[config.mk]
export PLATFORM = sky130hd
export DESIGN_NAME = iir_biquad_apb_slave
export DESIGN_NICKNAME = d
export VERILOG_FILES = /design/src/iir_dsp_pkg.sv /design/src/iir_cfg_pkg.sv /design/src/iir_biquad_apb_slave.sv
export SDC_FILE = /design/constraint.sdc
export NUM_CORES = 1
export LEC_CHECK = 0
export BUFFER_PORTS_ARGS = -buffer_cell sky130_fd_sc_hd__buf_2
export CORE_ASPECT_RATIO = 1.75
export CORE_MARGIN = 2
export CORE_UTILIZATION = 45
export DETAILED_ROUTE_END_ITERATION = 10
export GPL_ROUTABILITY_DRIVEN = 0
export HOLD_SLACK_MARGIN = 0.08
export PLACE_DENSITY = 0.76
export SKIP_CTS_REPAIR_TIMING = 1
export SYNTH_ARGS = -nofsm -noshare
export SYNTH_HDL_FRONTEND = slang
export SYNTH_SLANG_ARGS = --single-unit
[constraint.sdc]
create_clock -name clk -period 1.7 [get_ports clk]
set_input_delay 0.085 -clock clk [delete_from_list [all_inputs] [get_ports clk]]
set_output_delay 0.085 -clock clk [all_outputs]
set_load 0.005 [all_outputs]
[src/iir_dsp_pkg.sv]
/*
 * IIR DSP definitions
 * Sample, coefficient and accumulator widths plus the
 * coefficient set and tagged sample types
 */

package iir_dsp_pkg;

  // ------------------------------------------------------------
  // Datapath widths
  // ------------------------------------------------------------

  // Signed audio sample
  localparam int SAMPLE_W = 16;

  // Signed Q2.14 coefficient
  localparam int COEF_W = 16;
  localparam int COEF_FRAC = 14;

  // Five 32 bit products summed with headroom
  localparam int ACC_W = 36;

  // Channel tag carried beside each sample
  localparam int CH_W = 8;

  // ------------------------------------------------------------
  // Types
  // ------------------------------------------------------------

  // Direct form I coefficient set shared by all channels
  typedef struct packed {
    logic signed [COEF_W-1:0] b0;
    logic signed [COEF_W-1:0] b1;
    logic signed [COEF_W-1:0] b2;
    logic signed [COEF_W-1:0] a1;
    logic signed [COEF_W-1:0] a2;
  } iir_coef_t;

  // Sample value tagged with its channel number
  typedef struct packed {
    logic signed [SAMPLE_W-1:0] data;
    logic [CH_W-1:0]            ch;
  } iir_sample_t;

endpackage

[src/iir_cfg_pkg.sv]
/*
 * IIR configuration definitions
 * APB bus widths and the register map of the biquad bank
 */

package iir_cfg_pkg;

  // ------------------------------------------------------------
  // APB3 bus widths
  // ------------------------------------------------------------

  localparam int APB_ADDR_W = 12;
  localparam int APB_DATA_W = 32;

  // ------------------------------------------------------------
  // Register offsets from the slave base address
  // ------------------------------------------------------------

  typedef enum logic [APB_ADDR_W-1:0] {
    // Feedforward taps, low 16 bits used
    REG_B0     = 12'h000,
    REG_B1     = 12'h004,
    REG_B2     = 12'h008,
    // Feedback taps, subtracted in the sum
    REG_A1     = 12'h00C,
    REG_A2     = 12'h010,
    // One bit per channel, set means pass through
    REG_BYPASS = 12'h014,
    // Sticky saturation flags
    // Writing ones clears the matching flags
    REG_SAT    = 12'h018
  } iir_reg_e;

endpackage

[src/iir_biquad_apb_slave.sv]
/*
 * Biquad bank APB3 slave
 * Holds the shared coefficients, the bypass mask and reads back the
 * sticky saturation flags, which a write clears bit by bit
 */

`timescale 1ns/1ps

module iir_biquad_apb_slave #(
  parameter int NUM_CH = 4,
  parameter logic [iir_cfg_pkg::APB_ADDR_W-1:0] APB_BASE_ADDR = 12'h100
) (
  input  logic                                clk,
  input  logic                                rst_n,
  input  logic [iir_cfg_pkg::APB_ADDR_W-1:0]  paddr,
  input  logic                                psel,
  input  logic                                penable,
  input  logic                                pwrite,
  input  logic [iir_cfg_pkg::APB_DATA_W-1:0]  pwdata,
  output logic                                pready,
  output logic [iir_cfg_pkg::APB_DATA_W-1:0]  prdata,
  input  logic [NUM_CH-1:0]                   sat_flags,
  output iir_dsp_pkg::iir_coef_t              coef,
  output logic [NUM_CH-1:0]                   bypass,
  output logic [NUM_CH-1:0]                   sat_clear
);

  localparam int COEF_W = iir_dsp_pkg::COEF_W;

  // Access completes when the setup and enable phases meet pready
  logic                                access;
  logic [iir_cfg_pkg::APB_ADDR_W-1:0]  offset;
  logic [iir_cfg_pkg::APB_DATA_W-1:0]  rd_data;

  assign access = psel && penable && pready;

  // Offset relative to the block base
  assign offset = paddr - APB_BASE_ADDR;

  // ------------------------------------------------------------
  // Readback mux
  // ------------------------------------------------------------

  always_comb begin
    rd_data = '0;
    case (offset)
      // Coefficients read back zero extended
      iir_cfg_pkg::REG_B0:     rd_data[COEF_W-1:0] = coef.b0;
      iir_cfg_pkg::REG_B1:     rd_data[COEF_W-1:0] = coef.b1;
      iir_cfg_pkg::REG_B2:     rd_data[COEF_W-1:0] = coef.b2;
      iir_cfg_pkg::REG_A1:     rd_data[COEF_W-1:0] = coef.a1;
      iir_cfg_pkg::REG_A2:     rd_data[COEF_W-1:0] = coef.a2;
      iir_cfg_pkg::REG_BYPASS: rd_data[NUM_CH-1:0] = bypass;
      iir_cfg_pkg::REG_SAT:    rd_data[NUM_CH-1:0] = sat_flags;
      default:                 rd_data = '0;
    endcase
  end

  // ------------------------------------------------------------
  // Bus response and register writes
  // ------------------------------------------------------------

  always_ff @(posedge clk or negedge rst_n) begin
    if (!rst_n) begin
      pready    <= 1'b0;
      prdata    <= '0;
      coef      <= '0;
      bypass    <= '0;
      sat_clear <= '0;
    end else begin
      // One cycle of latency on pready after psel
      pready    <= psel;
      prdata    <= '0;
      // Clear mask lasts a single cycle
      sat_clear <= '0;

      // Read data shows up in the cycle after completion
      if (access && !pwrite) begin
        prdata <= rd_data;
      end

      if (access && pwrite) begin
        case (offset)
          iir_cfg_pkg::REG_B0:     coef.b0   <= pwdata[COEF_W-1:0];
          iir_cfg_pkg::REG_B1:     coef.b1   <= pwdata[COEF_W-1:0];
          iir_cfg_pkg::REG_B2:     coef.b2   <= pwdata[COEF_W-1:0];
          iir_cfg_pkg::REG_A1:     coef.a1   <= pwdata[COEF_W-1:0];
          iir_cfg_pkg::REG_A2:     coef.a2   <= pwdata[COEF_W-1:0];
          iir_cfg_pkg::REG_BYPASS: bypass    <= pwdata[NUM_CH-1:0];
          // Written ones become the clear mask
          iir_cfg_pkg::REG_SAT:    sat_clear <= pwdata[NUM_CH-1:0];
          default:                 ;
        endcase
      end
    end
  end

endmodule

After elaboration in Yosys (flattened, before gate mapping)
Index checks and enable logic that the tools add are counted.

$add $sub $neg: 1. Eq/ne operators: 6. Mux-type cells: 5. Reductions and logical operators: 12.

Operators by type and width (number): 12-bit one-hot mux with 5 select lines (1); 12-bit by 5-bit == test with 1-bit output (second input constant) (3); 4-bit one-hot mux with 7 select lines (1); 12-bit by 4-bit == test with 1-bit output (second input constant) (2); 16-bit 2-to-1 mux (1); 12-bit by 3-bit == test with 1-bit output (second input constant) (1); 12-bit logical NOT (1); 2-bit AND reduction (6); 12-bit by 9-bit subtractor with 12-bit output (second input constant) (1); 4-bit 2-to-1 mux (2); 1-bit logical AND (4); 1-bit logical NOT (1).

Bits in registers: 121. Input port bits: 53. Output and inout bits: 121. Logic and storage cells: 33.

Depth between registers and ports, before layout
Depth after elaboration: 4. Mapped depth: 6. Mapped depth without buffers: 4.

Worst setup path before layout
No wires, ideal clock.

Path kind: flip-flop to flip-flop. From: register pready. To: register coef[37] in the netlist's numbering. Setup time: 0.128 ns. Data arrival time: 1.615 ns. Required time: 1.572 ns. Setup slack: -0.042 ns. Stages on the path, launching flop included: 6. Buffers on the path: 1. Period minus slack after synthesis: 1.742 ns. Path through: dfrtp_1 > nand3_1 > nor3b_2 > nand2_2 > buf_4 > mux2_1.

Word-level cells in the longest chain between the ends: 3.

RTL lines: from (decl) (line iir_biquad_apb_slave.sv:20) `output logic pready,`; from (signal assigned) (line iir_biquad_apb_slave.sv:72) `pready <= psel;`; 1-bit logical AND (line iir_biquad_apb_slave.sv:35) `assign access = psel && penable && pready;`; 1-bit logical AND (line iir_biquad_apb_slave.sv:82) `if (access && pwrite) begin`; 2-bit AND reduction (no source line); to (decl) (line iir_biquad_apb_slave.sv:23) `output iir_dsp_pkg::iir_coef_t coef,`.

No other way between the ends. A chain may end at the register's enable or synchronous reset.

Final worst setup path
From: input port psel. To: register coef[5] in the netlist's numbering.

Word-level cells in the longest chain between the ends: 4.

RTL lines: from (decl) (line iir_biquad_apb_slave.sv:16) `input logic psel,`; 1-bit logical AND (2 in a row) (line iir_biquad_apb_slave.sv:35); 1-bit logical AND (line iir_biquad_apb_slave.sv:82); 2-bit AND reduction (no source line).

No other way between the ends.

==> summary.md <==
| Metric | Value |
|---|---|
| ANT cells | 0 |
| DRC violations left | 0 |
| Setup WS post-layout | around 0.084 ns |
| Final min period | around 1.6 ns |
| Area grow syn2layout | 31.4% |
| Worst endpoint required time | 1.92 ns |
| Crit end category | flop |
| Synth Flop Type | dfrtp_1 |
| Nets | approximately 600 |
| RSZ-0062 raised after global routing | false |
| Post-Syn Instances | about 350 |
| Die area | 11800 um^2 |
| Max Fanout on Critical Path | 5 |
| Synth area leader | dfrtp_1 |
| Initial antenna violation count | 0 |
| Finished Layout Cells | 673 |
| Post-Syn Area | just under 5000 um^2 |
| Register bit count reported by yosys | around 110 |
| Vert. Die Dim | roughly 140 um |
| First-pass GRT wire length | 19900 um |
| Clk Latency, worst-skew pair | approximately 0.33 ns |
| HPWL after detailed placement | roughly 9500 um |
| Netlist cell types | 44 |
| CP Buf/Inv Count | 3 |
| Cell family with most CP delay | buffers and inverters |
| Commonest non-fill, non-tap cell in the layout | buf_2 |
| Vias | around 3600 |
| YS warnings | 0 |
| Static leakage | 3.63 nW |
| Fin crit share | 0.951 |
| I/O Pins | 174 |
| CTS tree | built |
| Worst setup path startpoint | psel |
| Die Span X | 83.1 um |
| Max Cap Viol | 0 |
| H-tree level count | 3 |
| Clock Skew | about 0.0046 ns |
| EDFF count, synth | 0 |
| WL final | roughly 13000 um |
| Vias per inst | 5.32 |
| Per-cell routed wire length | around 19 um |
| Overall overflow remaining after global route | 0 |
| Root buffer cell | clkbuf_16 |
| Number of global-route vias before repair | 3731 |
| Ys async rst share | 1.00 |
| Pwr dens | around 730 nW/um^2 |
| Final ANT Viol Nets | 0 |
| Share of layout cells above drive strength 1 | 0.532 |
| Slowest stage delay, CP | 0.52 ns |
| Register area share after synthesis | 0.533 |
| Fin. Hold Viols | 0 |
| Status | finished, final reports clean |
| Initial core utilization | 0.461 |
| Highest-delay cell along the critical path | dlygate4sd3_1 |
| Placed insts | ~640 |
| Worst setup SP type | primary input |
| Clock Sink Count | about 110 |
| Critical setup path kind | in -> reg |
| Clock Tree Buf Depth | 2 |
| Fmax | slightly above 600 MHz |
| Top cells by area, synth | dfrtp_1 53%, mux2_2 16%, mux2_4 6.1%, mux2_1 4.6%, buf_4 2.7% |
| Initial drt markers | around 200 |
| CTS buffer count | 9 |
| Crit-path cells | dlygate4sd3_1 > buf_2 > and3_1 > nand3_1 > nor3_4 > buf_4 > mux2_2 |
| HP Class | in -> async |
| Fill count | 852 |
| Pre-antenna DRT Iters | 4 |
| Setup WS pre-CTS | -0.0424 ns |
| Row Count | 50 |
| Slew Limit Fails | 0 |
| Largest net degree at the start of global routing | 39 |
| Clock transition at the registers of the reported paths | approximately 0.070 ns |
| Launch instance of the worst register-to-register path | pready |
| Buffers on Ports | around 140 |
| Total track usage | 0.217 |
| Syn_area_per_cell | between 10 and 15 um^2 |
| Setup-failing EPs final | 0 |
| Maximum vdd ir drop | roughly 0.61 mV |
| Crit path DAT | approximately 1.8 ns |
| Core ar. | 10700 um^2 |
| Most frequent cells in the layout | 140 x buf_2, 105 x dfrtp_1, 68 x mux2_2 |
| Top cell type's share of synthesized area | 0.533 |
-- kinds of logic after synthesis --
logic type | share of synthesized area
multiplexers | 0.282
buffers and inverters | 0.0429
AO/OA/AOI/OAI | 0.0592
AND/OR/NAND/NOR | 0.0817
flip-flops | 0.533
other | 0.000761
-- through the flow --
| step | instance area (um^2) | total power, W | hold slack (ns) | TNS (ns) | util |
|---|---|---|---|---|---|
| floorplan | 4990 | 0.00266 | -0.211 | 0 | - |
| global placement | 6010 | 0.00280 | 0.0280 | -0.563 | 0.562 |
| detailed placement | 6010 | 0.00281 | 0.0337 | -1.42 | 0.562 |
| CTS | 6280 | 0.00475 | -0.331 | 0 | 0.587 |
| global route | 6470 | 0.00490 | 0.228 | 0 | 0.605 |
| finish | 6470 | 0.00473 | 0.221 | 0 | 0.605 |
-- state kept, by name, summed over array words and instances, names as in the netlist --
| register | count |
|---|---|
| coef | 80 |
| bypass | 4 |
| pready | 1 |
| sat_clear | 4 |
| prdata | 16 |
-- layout make-up --
cell class              instances  area, um^2  share of cell area
clock buffers                  14         264              0.0408
well taps                     130         163              0.0251
multi-input cells             229        2160               0.334
repair buffers                193        1250               0.193
flip-flops and latches        105        2630               0.406
clock inverters                 2        12.5             0.00193
-- worst paths after layout --
path	to	slack (ns)	depth (start not counted)
max in group asynchronous	coef[47]	0.93	3
worst min register to register	coef[42]	0.51	1
worst min-delay path	sat_clear[2]	0.22	2
worst max register to register	coef[5]	0.10	5
worst max-delay path	coef[5]	0.08	7
min in group clk	prdata[0]	0.23	4
-- cell usage after synthesis, drive strengths merged, types with 2 or more instances --
master    n
mux2    108
dfrtp   105
buf      27
nor2     17
a22o     12
a22oi    12
mux2i    10
nor3      8
and2      6
clkbuf    6
nand2     6
nand3     4
and3      3
or4b      3
a211oi    2
nand3b    2
nor2b     2
nor3b     2
o22ai     2
o311a     2
o31a      2
-- report_power, final --
part | switching, W | internal (W) | total (W)
Sequential | 0.00000205 | 0.00250 | 0.00250
Combinational | 0.000176 | 0.000115 | 0.000292
Clock | 0.000860 | 0.00107 | 0.00193
Total | 0.00104 | 0.00369 | 0.00473
-- routing by layer --
layer	part of all wire	global-route usage	up-vias
met5	0	0	-
met4	0.026	0.0940	0
met3	0.042	0.0423	22
met2	0.54	0.392	129
met1	0.39	0.249	1809
li1	-	-	1621
No activity file was read; power rests on OpenSTA's default activity.
