[config.mk]
export PLATFORM = sky130hd
export DESIGN_NAME = iir_sample_fanout
export DESIGN_NICKNAME = d
export VERILOG_FILES = /design/src/iir_dsp_pkg.sv /design/src/iir_sample_fanout.sv
export SDC_FILE = /design/constraint.sdc
export NUM_CORES = 1
export LEC_CHECK = 0
export BUFFER_PORTS_ARGS = -buffer_cell sky130_fd_sc_hd__buf_2
export CAP_MARGIN = 20
export CORE_MARGIN = 2
export CORE_UTILIZATION = 37
export DETAILED_ROUTE_END_ITERATION = 16
export PLACE_DENSITY = 0.75
export SYNTH_ARGS = -nofsm -noshare
export SYNTH_HDL_FRONTEND = slang
export SYNTH_SLANG_ARGS = --single-unit
[constraint.sdc]
create_clock -name clk -period 0.8 [get_ports clk]
set_input_delay 0.24 -clock clk [delete_from_list [all_inputs] [get_ports clk]]
set_output_delay 0.24 -clock clk [all_outputs]
set_load 0.01 [all_outputs]
[src/iir_dsp_pkg.sv]
/*
 * IIR DSP definitions
 * Sample, coefficient and accumulator widths plus the
 * coefficient set and tagged sample types
 */

package iir_dsp_pkg;

  // ------------------------------------------------------------
  // Datapath widths
  // ------------------------------------------------------------

  // Signed audio sample
  localparam int SAMPLE_W = 16;

  // Signed Q2.14 coefficient
  localparam int COEF_W = 16;
  localparam int COEF_FRAC = 14;

  // Five 32 bit products summed with headroom
  localparam int ACC_W = 36;

  // Channel tag carried beside each sample
  localparam int CH_W = 8;

  // ------------------------------------------------------------
  // Types
  // ------------------------------------------------------------

  // Direct form I coefficient set shared by all channels
  typedef struct packed {
    logic signed [COEF_W-1:0] b0;
    logic signed [COEF_W-1:0] b1;
    logic signed [COEF_W-1:0] b2;
    logic signed [COEF_W-1:0] a1;
    logic signed [COEF_W-1:0] a2;
  } iir_coef_t;

  // Sample value tagged with its channel number
  typedef struct packed {
    logic signed [SAMPLE_W-1:0] data;
    logic [CH_W-1:0]            ch;
  } iir_sample_t;

endpackage

[src/iir_sample_fanout.sv]
/*
 * Sample fanout
 * Registers each input sample and raises the strobe of its channel
 */

`timescale 1ns/1ps

module iir_sample_fanout #(
  parameter int NUM_CH = 4
) (
  input  logic                                   clk,
  input  logic                                   rst_n,
  input  logic                                   in_valid,
  input  iir_dsp_pkg::iir_sample_t               in_sample,
  output logic [NUM_CH-1:0]                      ch_valid,
  output logic signed [iir_dsp_pkg::SAMPLE_W-1:0] ch_data
);

  // One-hot channel select for the incoming sample
  logic [NUM_CH-1:0] ch_sel;

  // Channel numbers of NUM_CH or above match no bit and are dropped
  always_comb begin
    for (int i = 0; i < NUM_CH; i++) begin
      ch_sel[i] = in_valid && (in_sample.ch == i);
    end
  end

  // Strobe register
  always_ff @(posedge clk or negedge rst_n) begin
    if (!rst_n) begin
      ch_valid <= '0;
    end else begin
      ch_valid <= ch_sel;
    end
  end

  // Shared data bus, the strobe tells each channel when to take it
  always_ff @(posedge clk) begin
    if (in_valid) begin
      ch_data <= in_sample.data;
    end
  end

endmodule

; After elaboration in Yosys (flattened, before gate mapping)
; Cells that the tools add are included.
[totals]
reg_bits = 20
output_inout_bits = 20
[op_classes]
eq_ne = 3
n_reduce_logical = 5
[op_table]
columns = operator, count
row1 = "8-bit by 2-bit equality test with 1-bit output, second input constant", 2
row2 = "8-bit by 1-bit equality test with 1-bit output, second input constant", 1
row3 = 8-bit zero test, 1
row4 = 1-bit logical AND, 4

; Logic depth before layout (Yosys ltp)
; Gate-level depths: netlist of run 1.
[depth]
depth_word = 2
mapped_depth = 2
ltp_nobuf = 2

; Worst setup path after synthesis of run 1
; Ideal clock, no wire load.
[synth_timing]
path_kind = input-to-reg
from = in in_sample[6] (netlist bit)
to = reg ch_valid[0]
cell_stages = 2
t_arrival_ns = 0.932
setup_time_ns = 0.086
slack_ns = -0.218
required_ns = 0.714
path_buffers = 0
path_cell_list = or4b_4 > nor3_1
[synth_between]
elab_chain_len = 2
[synth_rtl]
columns = item, line_no
row1 = from (decl), iir_sample_fanout.sv:14  ; input iir_dsp_pkg::iir_sample_t in_sample,
row2 = 8-bit zero test, iir_sample_fanout.sv:25  ; ch_sel[i] = in_valid && (in_sample.ch == i);
row3 = 1-bit logical AND, iir_sample_fanout.sv:25
row4 = net ch_sel[0], iir_sample_fanout.sv:20  ; logic [NUM_CH-1:0] ch_sel;
row5 = to (signal assigned), iir_sample_fanout.sv:34  ; ch_valid <= ch_sel;
row6 = to (decl), iir_sample_fanout.sv:15  ; output logic [NUM_CH-1:0] ch_valid,
; The timed path passes the listed nets, and every way through them passes these cells.
; A chain may end at the register's enable or synchronous reset.

; Final worst setup path of run 1
[layout_timing]
from = reg ch_data[15] (netlist bit)
to = out ch_data[15] (netlist bit)
[layout_rtl]
columns = item, line_no
row1 = from (decl), iir_sample_fanout.sv:16  ; output logic signed [iir_dsp_pkg::SAMPLE_W-1:0] ch_data
row2 = from (signal assigned), iir_sample_fanout.sv:41  ; ch_data <= in_sample.data;
; No word-level cell between the ends.

==> results of run 1 <==
==> routing by layer <==
| metal | global-route usage [%] | vias to the layer above | part of all wire (%) |
|---|---|---|---|
| met5 | 0 | - | 0 |
| met4 | 3.53 | 0 | 0 |
| met3 | 3.57 | 0 | 5.2 |
| met2 | 24.2 | 17 | 61 |
| met1 | 12.3 | 204 | 34 |
| li1 | - | 214 | - |
==> area by class of cell <==
| type | instances | area, µm² | area share [%] |
|---|---|---|---|
| clock buffers | 4 | 26.3 | 2.69 |
| repair buffers | 48 | 267 | 27.3 |
| flip-flops and latches | 20 | 581 | 59.5 |
| inverters | 1 | 3.75 | 0.385 |
| well taps | 16 | 20.0 | 2.05 |
| multi-input cells | 7 | 78.8 | 8.08 |
==> Yosys cell counts (all sizes together) <==
library cell | n | area, µm²
edfxtp | 16 | 480
dfrtp | 4 | 100
nor3 | 4 | 20.0
or4b | 2 | 23.8
inv | 1 | 3.75
or4 | 1 | 7.51
==> power groups by stage <==
stage | Combinational, mW | Sequential (mW) | Clock, mW
5_1_grt | 0.231 | 1.22 | 0.520
3_5_place_dp | 0.193 | 1.23 | 0
3_3_place_gp | 0.189 | 1.23 | 0
2_1_floorplan | 0.00830 | 1.28 | 0
6_report | 0.210 | 1.21 | 0.457
4_1_cts | 0.214 | 1.21 | 0.468
==> flip-flops by register name (all words and copies together) (netlist names) <==
| signal | cells |
|---|---|
| ch_data | 16 |
| ch_valid | 4 |
==> logic make-up after synthesis <==
| group | count (synthesis) | share of synthesized area, % |
|---|---|---|
| and+or+nand+nor | 7 | 8.07 |
| buffers and inverters | 1 | 0.590 |
| DFF | 20 | 91.3 |
==> final timing paths <==
check	start	to	slack (ps)	cells past startpoint
max in group asynchronous	rst_n	ch_valid[2]	400	2
min	in_sample[12]	ch_data[4]	120	1
max	ch_data[15]	ch_data[15]	-250	1
min in group asynchronous	rst_n	ch_valid[0]	280	2
==> repair_timing <==
action,4_1_cts,5_1_grt
gates resized for setup,9,0
endpoints found under the hold margin,4,0
endpoints found under the setup margin,24,24
cloned,0,0
hold buffers,1,0
pin swaps,7,0
==> results.yml, run 1 <==
outcome:
  status: "complete, but fails checks"
  violations: "negative setup slack"
timing:
  fmax_mhz: 951
  setup_viol: 24
  slew_headroom_pct: 87.1
  hold_viol_final: 0
  worst_pin_slew_ps: 194
  final-max-slew-violation-count: 0
  holdWs_ps: 125
  rsz0062_at_grt: "true"
  min_period_ps: 1050
  period_share_pct: 132
  fin_ws_ps: -252
  tns_ps: -4700
grt:
  grt_max_degree: 17
  grt_pass1_vias: 450
  grt_pass1_wl_um: 1790
  grt.overflow.total: 0
  track_usage_pct: 12.4
  antenna_found_initial: 0
yosys:
  ys_types: 7
  syn_avg_cell_area_um2: 22.7
  ys_warn_count: 0
  synth-seq-area-share_pct: 91.3
  syn_inst: 28
  syn_nets: 55
  syn_area_um2: 636
  ys_ff_latch: 20
drt:
  drt_wl_total_um: 1200
  firstDrtPassIters: 2
  drtIter0Drc: 1
  avgRoutedWirePerCell_um: 12.5
  num_vias: 435
  drtAntennaViolNets: 0
  vias_per_cell: 4.53
  drc: 0
worst_setup_path:
  critPathLaunchType: "flop"
  setup.worst_path.end_class: "output pin"
  cp_top_family: "flip-flops"
  slowest_delay_ps: 380
  path_class: "flop to output pin"
  cp_max_fo: 1
  slowest_stage: "edfxtp_1"
  worstPathRequired_ps: 560
  path_buf_inv: 1
  crit_arrival_ps: 810
  path_cells: "buf_2"
pwr:
  p_switching_mw: 0.379
  power.internal_mw: 1.50
  combPwrFrac_pct: 11.2
  p_total_mw: 1.88
  pwr-share-seq_pct: 64.4
  pwr-share-clk_pct: 24.3
  sw_frac_of_total_pct: 20.2
  p_leak_nw: 0.448
  ir_drop_mv: 0.976
  power_density_mw_per_mm2: 1920
floorplanning:
  ios: 47
  fp.dieW_um: 45.4
  dieArea_mm2: 0.00207
  initial_core_util_pct: 40.8
  core_area_mm2: 0.00156
  die-height_um: 45.4
  rows: 14
run:
  maxCapViolCount: 0
place:
  placed_area_um2: 893
  dpl_worst_slack_ps: -362
  gp_congestion: 0.658
  port_buffers: 46
  place_inst: 91
clocking:
  cts_setup_buffers: 0
  numCtsBuffers: 3
  cts_max_level: 1
  tritoncts: "yes"
  cts_buffer_depth: 2
  cts.sinks: 20
  cts_root_buffer: "clkbuf_4"
  clk_pin_slew_ps: 100
final_layout:
  stdcell_count: 96
  area_delta_synth_final_pct: 53.5
  fin_area_um2: 976
  drive_gt1_share_pct: 71.3
  final_nets: 108
  final_util_pct: 62.6
  final_cell_mix: "43 x buf_2, 16 x edfxtp_1, 4 x nor3_2, 4 x dfrtp_1"
  mostFrequentLayoutCell: "buf_2"
  antenna_cells: 0
  n_fill_cell: 126
hold_path:
  hold_class: "input port to flop"
Note: power is estimated with default switching activity, not from simulation.
==> run 2, diff against run 1 <==
--- a/config.mk
+++ b/config.mk
@@ -11,6 +11,7 @@
 export CORE_UTILIZATION = 37
 export DETAILED_ROUTE_END_ITERATION = 16
 export PLACE_DENSITY = 0.75
+export RECOVER_POWER = 50
 export SYNTH_ARGS = -nofsm -noshare
 export SYNTH_HDL_FRONTEND = slang
 export SYNTH_SLANG_ARGS = --single-unit
==> run 2 against run 1 <==
  * The run still ends with negative setup slack left
  * Sequential cell count is the same
  * Combinational power hardly changed
  * Die area did not move
  * Critical path type unchanged
  * Largest cell class unchanged
  * Largest power group unchanged
==> results.yml, run 2 (synthesis results as in run 1) <==
outcome:
  status: "complete, but fails checks"
  violations: "negative setup slack"
place:
  placed_area_um2: 893
  gp_congestion: 0.658
  port_buffers: 46
  place_inst: 91
  dpl_worst_slack_ps: -362
clocking:
  clk_pin_slew_ps: 100
  cts_root_buffer: "clkbuf_4"
  tritoncts: "yes"
  cts_max_level: 1
  cts.sinks: 20
  cts_buffer_depth: 2
  numCtsBuffers: 3
  cts_setup_buffers: 0
floorplanning:
  initial_core_util_pct: 40.8
  die-height_um: 45.4
  dieArea_mm2: 0.00207
  rows: 14
  fp.dieW_um: 45.4
  ios: 47
  core_area_mm2: 0.00156
pwr:
  ir_drop_mv: 0.976
  power_density_mw_per_mm2: 1930
  p_leak_nw: 0.445
final_layout:
  final_nets: 108
  largestRegisters: "ch_data (16), ch_valid (4)"
  final_cell_mix: "42 x buf_2, 16 x edfxtp_1, 4 x nor3_2, 4 x dfrtp_1"
  fin_area_um2: 975
  largest_reg_flops: 16
  drive_gt1_share_pct: 70.0
  stdcell_count: 96
  top_register: "ch_data"
  antenna_cells: 0
  mostFrequentLayoutCell: "buf_2"
  final_util_pct: 62.5
  area_delta_synth_final_pct: 53.3
worst_setup_path:
  worstPathRequired_ps: 560
  cp_max_fo: 1
  path_buf_inv: 1
  cp_top_family: "flip-flops"
  path_class: "flop to output pin"
  path_cells: "buf_2"
  setup.worst_path.end_class: "output pin"
  crit_arrival_ps: 810
  worstSetupStartpoint: "ch_data[15]"
  slowest_stage: "edfxtp_1"
  slowest_delay_ps: 380
  critPathLaunchType: "flop"
grt:
  grt.overflow.total: 0
  grt_pass1_wl_um: 1790
  track_usage_pct: 12.4
  grt_pass1_vias: 450
  grt_max_degree: 17
  antenna_found_initial: 0
timing:
  worst_pin_slew_ps: 220
  rsz0062_at_grt: "true"
  fin_ws_ps: -252
  slew_headroom_pct: 85.3
  min_period_ps: 1050
  hold_viol_final: 0
  period_share_pct: 132
  final-max-slew-violation-count: 0
  setup_viol: 24
  fmax_mhz: 951
run:
  maxCapViolCount: 0
drt:
  vias_per_cell: 4.53
  num_vias: 435
  firstDrtPassIters: 2
  drtIter0Drc: 1
  avgRoutedWirePerCell_um: 12.5
  drc: 0
  drtAntennaViolNets: 0
  drt_wl_total_um: 1200
hold_path:
  hold_class: "input port to flop"
  hold_start: "in_sample[12]"
[run 2: cell count changes in the layout (fill, tap and decap cells not counted), sizes merged]
cell	before	now
buf	47	46
clkbuf	4	5
[run 2: layout make-up]
class,instances,area [µm²]
clock buffer,4,26.3
fill,127,584
tap,16,20.0
inverter,1,3.75
multi-input combinational,7,78.8
timing repair buffer,48,265
sequential,20,581
[run 2: what timing repair did]
action,CTS,global route
pin swaps,7,0
gates resized for setup,9,0
hold endpoints to repair,4,0
setup endpoints to repair,24,24
hold buffers,1,0
[run 2: stage by stage]
| stage | hold slack (ps) | power [mW] | TNS, ps |
|---|---|---|---|
| after CTS | 119 | 1.89 | -4840 |
| after floorplan | -55.6 | 1.28 | -873 |
| final | 125 | 1.88 | -4700 |
| after global placement | 43.2 | 1.42 | -2570 |
| after global routing | 101 | 1.97 | -5670 |
| after detailed placement | 49.0 | 1.43 | -2690 |
[run 2: routing by layer]
metal | up-vias | part of all wire [%] | global-route usage (%) | wire (µm)
met5 | - | 0 | 0 | 0
met4 | 0 | 0 | 3.53 | 0
met3 | 0 | 5.2 | 3.57 | 63
met2 | 17 | 61 | 24.2 | 736
met1 | 204 | 34 | 12.3 | 404
li1 | 214 | - | - | -
[run 2: worst paths after layout]
| kind | end | cells after the start |
|---|---|---|
| setup / recovery | ch_data[15] | 1 |
| hold / removal | ch_data[4] | 1 |
| max in group asynchronous | ch_valid[2] | 2 |
| min in group asynchronous | ch_valid[0] | 2 |
[run 2: power breakdown]
part	internal, mW	switching, mW
logic	0.108	0.102
registers	1.20	0.0134
clock network	0.193	0.264
total	1.50	0.379
