<file path="src/iir_dsp_pkg.sv">
/*
 * IIR DSP definitions
 * Sample, coefficient and accumulator widths plus the
 * coefficient set and tagged sample types
 */

package iir_dsp_pkg;

  // ------------------------------------------------------------
  // Datapath widths
  // ------------------------------------------------------------

  // Signed audio sample
  localparam int SAMPLE_W = 16;

  // Signed Q2.14 coefficient
  localparam int COEF_W = 16;
  localparam int COEF_FRAC = 14;

  // Five 32 bit products summed with headroom
  localparam int ACC_W = 36;

  // Channel tag carried beside each sample
  localparam int CH_W = 8;

  // ------------------------------------------------------------
  // Types
  // ------------------------------------------------------------

  // Direct form I coefficient set shared by all channels
  typedef struct packed {
    logic signed [COEF_W-1:0] b0;
    logic signed [COEF_W-1:0] b1;
    logic signed [COEF_W-1:0] b2;
    logic signed [COEF_W-1:0] a1;
    logic signed [COEF_W-1:0] a2;
  } iir_coef_t;

  // Sample value tagged with its channel number
  typedef struct packed {
    logic signed [SAMPLE_W-1:0] data;
    logic [CH_W-1:0]            ch;
  } iir_sample_t;

endpackage

</file>
<file path="src/iir_output_collector.sv">
/*
 * Output collector
 * Merges the channel outputs into one tagged stream and keeps
 * the sticky saturation flags
 */

`timescale 1ns/1ps

module iir_output_collector #(
  parameter int NUM_CH = 4
) (
  input  logic                                       clk,
  input  logic                                       rst_n,
  input  logic [NUM_CH-1:0]                          y_valid,
  input  logic [NUM_CH-1:0][iir_dsp_pkg::SAMPLE_W-1:0] y_data,
  input  logic [NUM_CH-1:0]                          sat_pulse,
  input  logic [NUM_CH-1:0]                          sat_clear,
  output logic                                       out_valid,
  output iir_dsp_pkg::iir_sample_t                   out_sample,
  output logic [NUM_CH-1:0]                          sat_flags
);

  localparam int CH_W = iir_dsp_pkg::CH_W;

  logic                             any_valid;
  logic [CH_W-1:0]                  sel_ch;
  logic [iir_dsp_pkg::SAMPLE_W-1:0] sel_data;

  // At most one channel is valid per cycle
  always_comb begin
    any_valid = |y_valid;
    sel_ch    = '0;
    sel_data  = '0;
    for (int i = 0; i < NUM_CH; i++) begin
      if (y_valid[i]) begin
        sel_ch   = CH_W'(i);
        sel_data = y_data[i];
      end
    end
  end

  always_ff @(posedge clk or negedge rst_n) begin
    if (!rst_n) begin
      out_valid <= 1'b0;
      sat_flags <= '0;
    end else begin
      out_valid <= any_valid;
      // New saturation wins over a clear in the same cycle
      sat_flags <= (sat_flags & ~sat_clear) | sat_pulse;
    end
  end

  // Tagged output payload
  always_ff @(posedge clk) begin
    if (any_valid) begin
      out_sample.data <= sel_data;
      out_sample.ch   <= sel_ch;
    end
  end

endmodule

</file>
<file path="config.mk">
export PLATFORM = sky130hd
export DESIGN_NAME = iir_output_collector
export DESIGN_NICKNAME = d
export VERILOG_FILES = /design/src/iir_dsp_pkg.sv /design/src/iir_output_collector.sv
export SDC_FILE = /design/constraint.sdc
export NUM_CORES = 1
export LEC_CHECK = 0
export ABC_AREA = 1
export ABC_CLOCK_PERIOD_IN_PS = 1000
export BUFFER_PORTS_ARGS = -buffer_cell sky130_fd_sc_hd__buf_2
export CAP_MARGIN = 20
export CORE_MARGIN = 2
export CORE_UTILIZATION = 44
export CTS_CLUSTER_DIAMETER = 100
export DETAILED_ROUTE_END_ITERATION = 10
export GPL_TIMING_DRIVEN = 0
export PLACE_DENSITY = 0.86
export SYNTH_ARGS = -nofsm -noshare
export SYNTH_HDL_FRONTEND = slang
export SYNTH_SLANG_ARGS = --single-unit
</file>
<file path="constraint.sdc">
create_clock -name clk -period 1 [get_ports clk]
set_input_delay 0.1 -clock clk [delete_from_list [all_inputs] [get_ports clk]]
set_output_delay 0.1 -clock clk [all_outputs]
set_load 0.01 [all_outputs]
</file>
==> Yosys cells after proc, flatten, opt, wreduce, memory -nomap -nowiden <==
Index checks and enable logic that the tools add are counted.
{ "word_totals": {"in_bits": 78, "mem_count": 0, "ramBits": 0, "output_inout_bits": 29, "latchBits": 0, "register_bits": 29, "rom_bits": 0, "word_cells": 16} }
{ "op_classes": {"n_lt_le_gt_ge": 0, "n_eq_ne": 0, "mux": 6, "multipliers": 0, "shifts": 0, "div_mod_pow": 0, "n_bitwise": 3, "n_addsub": 0, "n_reduce_logical": 2} }
{ "ops": {"columns": ["operator", "count"], "rows": [
  ["$mux 16", 4],
  ["$and 4x4->4", 1],
  ["$not 4->4", 1],
  ["$or 4x4->4", 1],
  ["$reduce_or 4->1", 1],
  ["$mux 1", 2],
  ["$reduce_or 2->1", 1]
]} }

==> Depth between registers and ports, before layout <==
Gate-level depths: netlist of the first run.
{ "depth": {"depth_word": 4, "depth_mapped": 7, "mapped_depth_nobuf": 5} }

==> Worst setup path after synthesis of the first run <==
OpenSTA, ideal clock, no wires.
{ "synth_timing": {"kind": "in2reg", "from": "input port y_valid[0]", "to": "register out_sample[0] in the netlist's numbering, enable pin", "setup_ns": 0.440, "setup_slack_ns": -0.377, "required_time_ns": 0.560, "n_path_buf": 2, "path_stages": 4, "arrival_ns": 0.937, "cell_sequence": "buf_4 > buf_4 > nor2_1 > nand3_1"} }
{ "synth_via": {"elab_chain_cells": 1} }
{ "synth_rtl": {"columns": ["item", "line_no", "source"], "rows": [
  ["from (decl)", "iir_output_collector.sv:14", "input logic [NUM_CH-1:0] y_valid,"],
  ["$reduce_or 4->1", "iir_output_collector.sv:31", "any_valid = |y_valid;"],
  ["via any_valid", "iir_output_collector.sv:25", "logic any_valid;"],
  ["to (decl)", "iir_output_collector.sv:19", "output iir_dsp_pkg::iir_sample_t out_sample,"]
]} }
The timed path passes the listed nets, and every way through them passes these cells.
A chain may end at the register's enable or synchronous reset.

==> Final worst setup path of the first run <==
{ "layout_timing": {"from": "register out_sample[17] in the netlist's numbering", "to": "output port out_sample[17] in the netlist's numbering"} }
No word-level cell between the ends.

==> impl_metrics.json, run 1 <==
{
  "synth.most_common_cell": "sky130_fd_sc_hd__nand2_1",
  "series_of_cell_instances_along_the_critical_path": "buf_2",
  "final.min_clock_period_ps": 945.8,
  "synthesis.instances": 185,
  "via_to_cell_ratio": 4.647,
  "floorplan.rows": 20,
  "cts_buffers": 3,
  "synth_compound_gate_area_share_pct": 7.857,
  "synthDominantAreaCellType": "sky130_fd_sc_hd__edfxtp_1",
  "power_density_mw_per_mm2": 1044,
  "totalWireLength_mm": 4.162,
  "cts-root-to-sink-buffers": 2,
  "final_layout_size_suffix_gt1_share_pct": 43.14,
  "final.fill_count": 276,
  "final_core_utilization_pct": 69.60,
  "synth_flop_cell": "sky130_fd_sc_hd__edfxtp_1",
  "overflow": 0,
  "critical_path_peak_fanout": 1,
  "final_cell_area_mm2": 0.002160,
  "setup_viol": 0,
  "yosys-mux-area-fraction_pct": 0,
  "drc": 0,
  "worstPathBufferInverterCount": 1,
  "post_synth_and_or_nand_nor_area_fraction_pct": 32.28,
  "num_io_pins": 107,
  "grt_start_max_net_pins": 20,
  "final_nets": 378,
  "htree_levels": 1,
  "clk_pin_slew_ps": 130,
  "rsz_0062_raised_after_global_routing": "no",
  "worst_setup_path_end_kind": "output pin",
  "wire_per_inst_um": 12.13,
  "max_clock_freq_ghz": 1.057,
  "hold_path_class": "in -> reg",
  "layout_worst_path_cycle_share_pct": 94.58,
  "synth.top_cells.by_area": "sky130_fd_sc_hd__edfxtp_1 37%, sky130_fd_sc_hd__nand2_1 17%, sky130_fd_sc_hd__dfrtp_1 8.5%",
  "report.final.slew_viol_count": 0,
  "die_h_um": 61.71,
  "start_util_pct": 47.22,
  "criticalPathCategory": "reg -> out",
  "synth_top_area_share_pct": 36.89,
  "syn_area_mm2": 0.001465,
  "clock_tree_from_tritoncts": "done",
  "grt_use_total_pct": 22.80,
  "drt_pass1_iterations": 4,
  "status": "finished, final reports clean",
  "ys.warnings.count": 0,
  "async_reset_ff_share_pct": 21.74,
  "ir_drop_worst_vdd_mv": 0.4047,
  "vias": 1594,
  "post_cts.repair.setup_buffers": 0,
  "final_antenna_net_count": 0,
  "postPlaceCellArea_mm2": 0.002043,
  "initialDrtViolationCount": 80,
  "crit_arrival_ps": 850,
  "postSynthRegisterBits": 23,
  "clock_sinks": 23,
  "antenna_found_initial": 0,
  "yosys.area_share.xor_xnor_pct": 0,
  "drv_cap": 0,
  "routabilityCongestion": 0.8110,
  "design.die.area_mm2": 0.003808,
  "synth_seq_area_share_pct": 45.43,
  "port_buffers": 96,
  "final.setup_skew_ps": 0,
  "cp-start-kind": "flip-flop",
  "edff_count_synth": 18,
  "p_leak_nw": 1.147,
  "antenna_cells_inserted": 0,
  "synth_commonest_cells": "65 x sky130_fd_sc_hd__nand2_1, 25 x sky130_fd_sc_hd__nor2_1, 18 x sky130_fd_sc_hd__edfxtp_1",
  "final_hold_viol_count": 0,
  "syn_avg_cell_area_um2": 7.920,
  "global_route_wire_length_before_repair_mm": 6.375,
  "cpLargestDelayFamily": "flip-flops",
  "core_region_area_mm2": 0.003103,
  "yosysUniqueCellTypes": 17,
  "combinational_family_with_the_most_area_after_synthesis": "simple AND/OR/NAND/NOR gates",
  "final.setup.tns_ps": 0,
  "syn_to_final_growth_pct": 47.40,
  "floorplan.die.width_um": 61.71,
  "worstSkewPairLatency_ps": 300,
  "dp_hpwl_mm": 3.110,
  "slowest_stage": "sky130_fd_sc_hd__edfxtp_1",
  "clock_tree.root_cell": "sky130_fd_sc_hd__clkbuf_4",
  "critPathRequiredTime_ps": 900,
  "first_global_vias": 1502,
  "post_synth_fa_ha_maj_area_fraction_pct": 0,
  "design_power_total_mw": 2.254,
  "critical-path-max-stage-delay_ps": 390
}
## through the flow
stage | worst slack (ps) | hold WS [ps] | instances
floorplan | 23.39 | -195.6 | 190
finish | 54.19 | 60.90 | 343
global placement | -89.34 | -84.73 | 330
global route | 9.025 | 66.81 | 343
CTS | 32.94 | 7.467 | 342
detailed placement | -104.0 | -82.15 | 330
## registers in the layout (all words and copies together) (netlist names)
name        flops
out_sample     18
sat_flags       4
out_valid       1
## power breakdown
group          total, mW  switching, mW  internal, mW
sequential          1.16         0.0211          1.13
clock              0.426          0.271         0.155
combinational      0.673          0.343         0.330
## cells in the final DEF (no fill, tap or decap), drive strengths merged
master and instances:
o21bai 4, buf 114, inv 7, nor2 33, edfxtp 18, dlygate4sd3 9, a21oi 16, nand3 17
o21ai 1, clkbuf 4, conb 6, nand2 65, dfrtp 5
## final timing paths
path | from | end | slack [ps] | cells past startpoint
setup / recovery | out_sample[17]$_DFFE_PP_ | out_sample[17] | 50 | 1
hold reg to reg | sat_flags[2]$_DFF_PN0_ | sat_flags[2]$_DFF_PN0_ | 530 | 2
min in group asynchronous | rst_n | sat_flags[0]$_DFF_PN0_ | 120 | 2
hold / removal | y_data[58] | out_sample[18]$_DFFE_PP_ | 60 | 3
setup reg to reg | sat_flags[3]$_DFF_PN0_ | sat_flags[3]$_DFF_PN0_ | 370 | 2
max in group asynchronous | rst_n | sat_flags[1]$_DFF_PN0_ | 760 | 2
## worst register-to-register path, stage by stage (launching register included)
cell	delay, ps
sky130_fd_sc_hd__dfrtp_1	400
sky130_fd_sc_hd__inv_1	70
sky130_fd_sc_hd__o21bai_1	60
## logic make-up after synthesis
kind of cell / after synthesis
flip-flops: 23
AO/OA/AOI/OAI: 21
buffers and inverters: 25
other: 1
AND/OR/NAND/NOR: 115
## final cells by class
class                      instances  area (um2)  area share [%]
inverter                           7       38.79           1.796
buffer                            18       172.7           7.995
multi-input combinational        142       630.6           29.20
timing repair buffer             105       570.5           26.42
sequential                        23       665.6           30.82
tap                               44       55.05           2.549
clock buffer                       4       26.28           1.217
## routing by layer
metal  global-route usage, %  wire length [um]
met1                   28.27              1767
met2                   41.65              2020
met3                   2.484               327
met4                   6.687                47
met5                       0                 0
## timing repair
item,4_1_cts,5_1_grt
resized for setup,0,0
endpoints found under the hold margin,9,1
hold buffers,8,1
(Power assumes the default switching activity.)
==> run 2, diff against run 1 <==
Settings changed: ABC_CLOCK_PERIOD_IN_PS 1000 to 800, CORE_UTILIZATION 44 to 37, PLACE_DENSITY 0.86 to 0.77, RECOVER_POWER set to 50.
Clock period 1 ns to 0.8 ns, I/O delays scaled along.
==> impl_metrics.json, run 2 (synthesized netlist as in run 1, its figures left out) <==
{
  "status": "finished, violations left",
  "failed_checks": "negative setup slack",
  "holdPathStages": 2,
  "crit_arrival_ps": 800,
  "hold_path_class": "in -> reg",
  "final_nets": 371,
  "max_clock_freq_ghz": 1.157,
  "reg2regPathDepth": 2,
  "grt_start_max_net_pins": 20,
  "totalWireLength_mm": 3.695,
  "final_cell_mix": "97 x sky130_fd_sc_hd__buf_2, 65 x sky130_fd_sc_hd__nand2_1, 24 x sky130_fd_sc_hd__nor2_1",
  "vias": 1480,
  "via_to_cell_ratio": 4.353,
  "worstSkewPairLatency_ps": 250,
  "port_buffers": 96,
  "final_layout_size_suffix_gt1_share_pct": 43.84,
  "cts-root-to-sink-buffers": 2,
  "clock_sinks": 23,
  "cts_buffers": 3,
  "clk_pin_slew_ps": 70,
  "antenna_cells_inserted": 0,
  "first_global_vias": 1374,
  "final_antenna_net_count": 0,
  "floorplan.die.width_um": 66.93,
  "drc": 0,
  "initialDrtViolationCount": 80,
  "grt_use_total_pct": 16.90,
  "core_region_area_mm2": 0.003744,
  "fin_cells": 340,
  "die_h_um": 66.93,
  "final.setup.tns_ps": -1976,
  "routed-wl-met3_um": 281,
  "drt_pass1_iterations": 4,
  "met2_length_mm": 1.744,
  "htree_levels": 1,
  "final.setup_skew_ps": 0,
  "layout_worst_path_cycle_share_pct": 108.0,
  "layout_commonest_cell": "sky130_fd_sc_hd__buf_2",
  "critical_path_peak_fanout": 19,
  "design.die.area_mm2": 0.004479,
  "criticalPathCategory": "in -> reg",
  "worst_setup_path_end_kind": "flip-flop",
  "clock_tree.root_cell": "sky130_fd_sc_hd__clkbuf_8",
  "routabilityCongestion": 0.7720,
  "final.min_clock_period_ps": 864.3,
  "antenna_found_initial": 0,
  "p_leak_nw": 1.125,
  "largest_reg_flops": 18,
  "maxUsedRoutingLayer": "met4",
  "rsz_0062_raised_after_global_routing": "yes",
  "final_core_utilization_pct": 56.55,
  "drt-met1-wl_mm": 1.619,
  "design_power_total_mw": 2.922,
  "report.final.slew_viol_count": 0,
  "floorplan.rows": 22,
  "placed_cells": 334,
  "least_setup_slack_across_all_paths_after_layout_ps": -64.31,
  "power_density_mw_per_mm2": 1380,
  "ir_drop_worst_vdd_mv": 0.5700,
  "global_route_wire_length_before_repair_mm": 5.796,
  "top_register": "out_sample",
  "final_hold_viol_count": 0,
  "wire_per_inst_um": 10.87,
  "syn_to_final_growth_pct": 44.49,
  "clock_tree_from_tritoncts": "done",
  "cp-start-kind": "input port",
  "drv_cap": 0,
  "layout_top_registers": "out_sample x18, sat_flags x4, out_valid x1",
  "setup_viol": 41,
  "post_cts.repair.setup_buffers": 0,
  "overflow": 0,
  "start_util_pct": 39.14,
  "num_io_pins": 107,
  "dp_hpwl_mm": 3.055,
  "critPathRequiredTime_ps": 730
}
run 2: critical path: stages:
cell                       delay [ps]
sky130_fd_sc_hd__clkbuf_2         200
sky130_fd_sc_hd__inv_8            120
sky130_fd_sc_hd__buf_8            150
sky130_fd_sc_hd__nand3_4          240
run 2: layout make-up:
cell class	instances	area, um2
Buffer	18	177.7
Clock buffer	4	45.04
Fill cell	376	1627
Inverter	7	38.79
Multi-Input combinational cell	142	630.6
Sequential cell	23	665.6
Tap cell	48	60.06
Timing Repair Buffer	98	499.2
run 2: worst paths after layout:
path                                   startpoint  slack (ps)                        to
min                                  sat_clear[0]           4    sat_flags[0]$_DFF_PN0_
max in group asynchronous                   rst_n         400    sat_flags[3]$_DFF_PN0_
min in group asynchronous                   rst_n         200    sat_flags[2]$_DFF_PN0_
max                                    y_valid[2]         -60  out_sample[15]$_DFFE_PP_
max reg2reg                sat_flags[1]$_DFF_PN0_         200    sat_flags[1]$_DFF_PN0_
min reg2reg                sat_flags[0]$_DFF_PN0_         510    sat_flags[0]$_DFF_PN0_
run 2: power breakdown:
part	switching (mW)	internal, mW
registers	0.0283	1.42
clock network	0.321	0.354
logic	0.409	0.391
run 2: routing by layer:
layer	GRT usage (%)	up-vias
met5	0	-
met4	5.612	0
met3	1.351	4
met2	29.25	68
met1	22.15	615
li1	-	793
run 2: stage by stage:
step	setup WS (ps)	hold slack [ps]	instance area [um2]
global placement	-226.5	-104.1	2068
floorplan	-128.7	-215.6	1528
finish	-64.31	3.527	2117
global route	-107.8	2.095	2117
detailed placement	-240.3	-102.1	2068
CTS	-71.81	1.780	2133
run 2: what timing repair did:
| item | 4_1_cts | 5_1_grt |
|---|---|---|
| gates resized for setup | 0 | 0 |
| hold endpoints to repair | 6 | 0 |
| hold buffers | 2 | 0 |
| setup endpoints to repair | 23 | 23 |
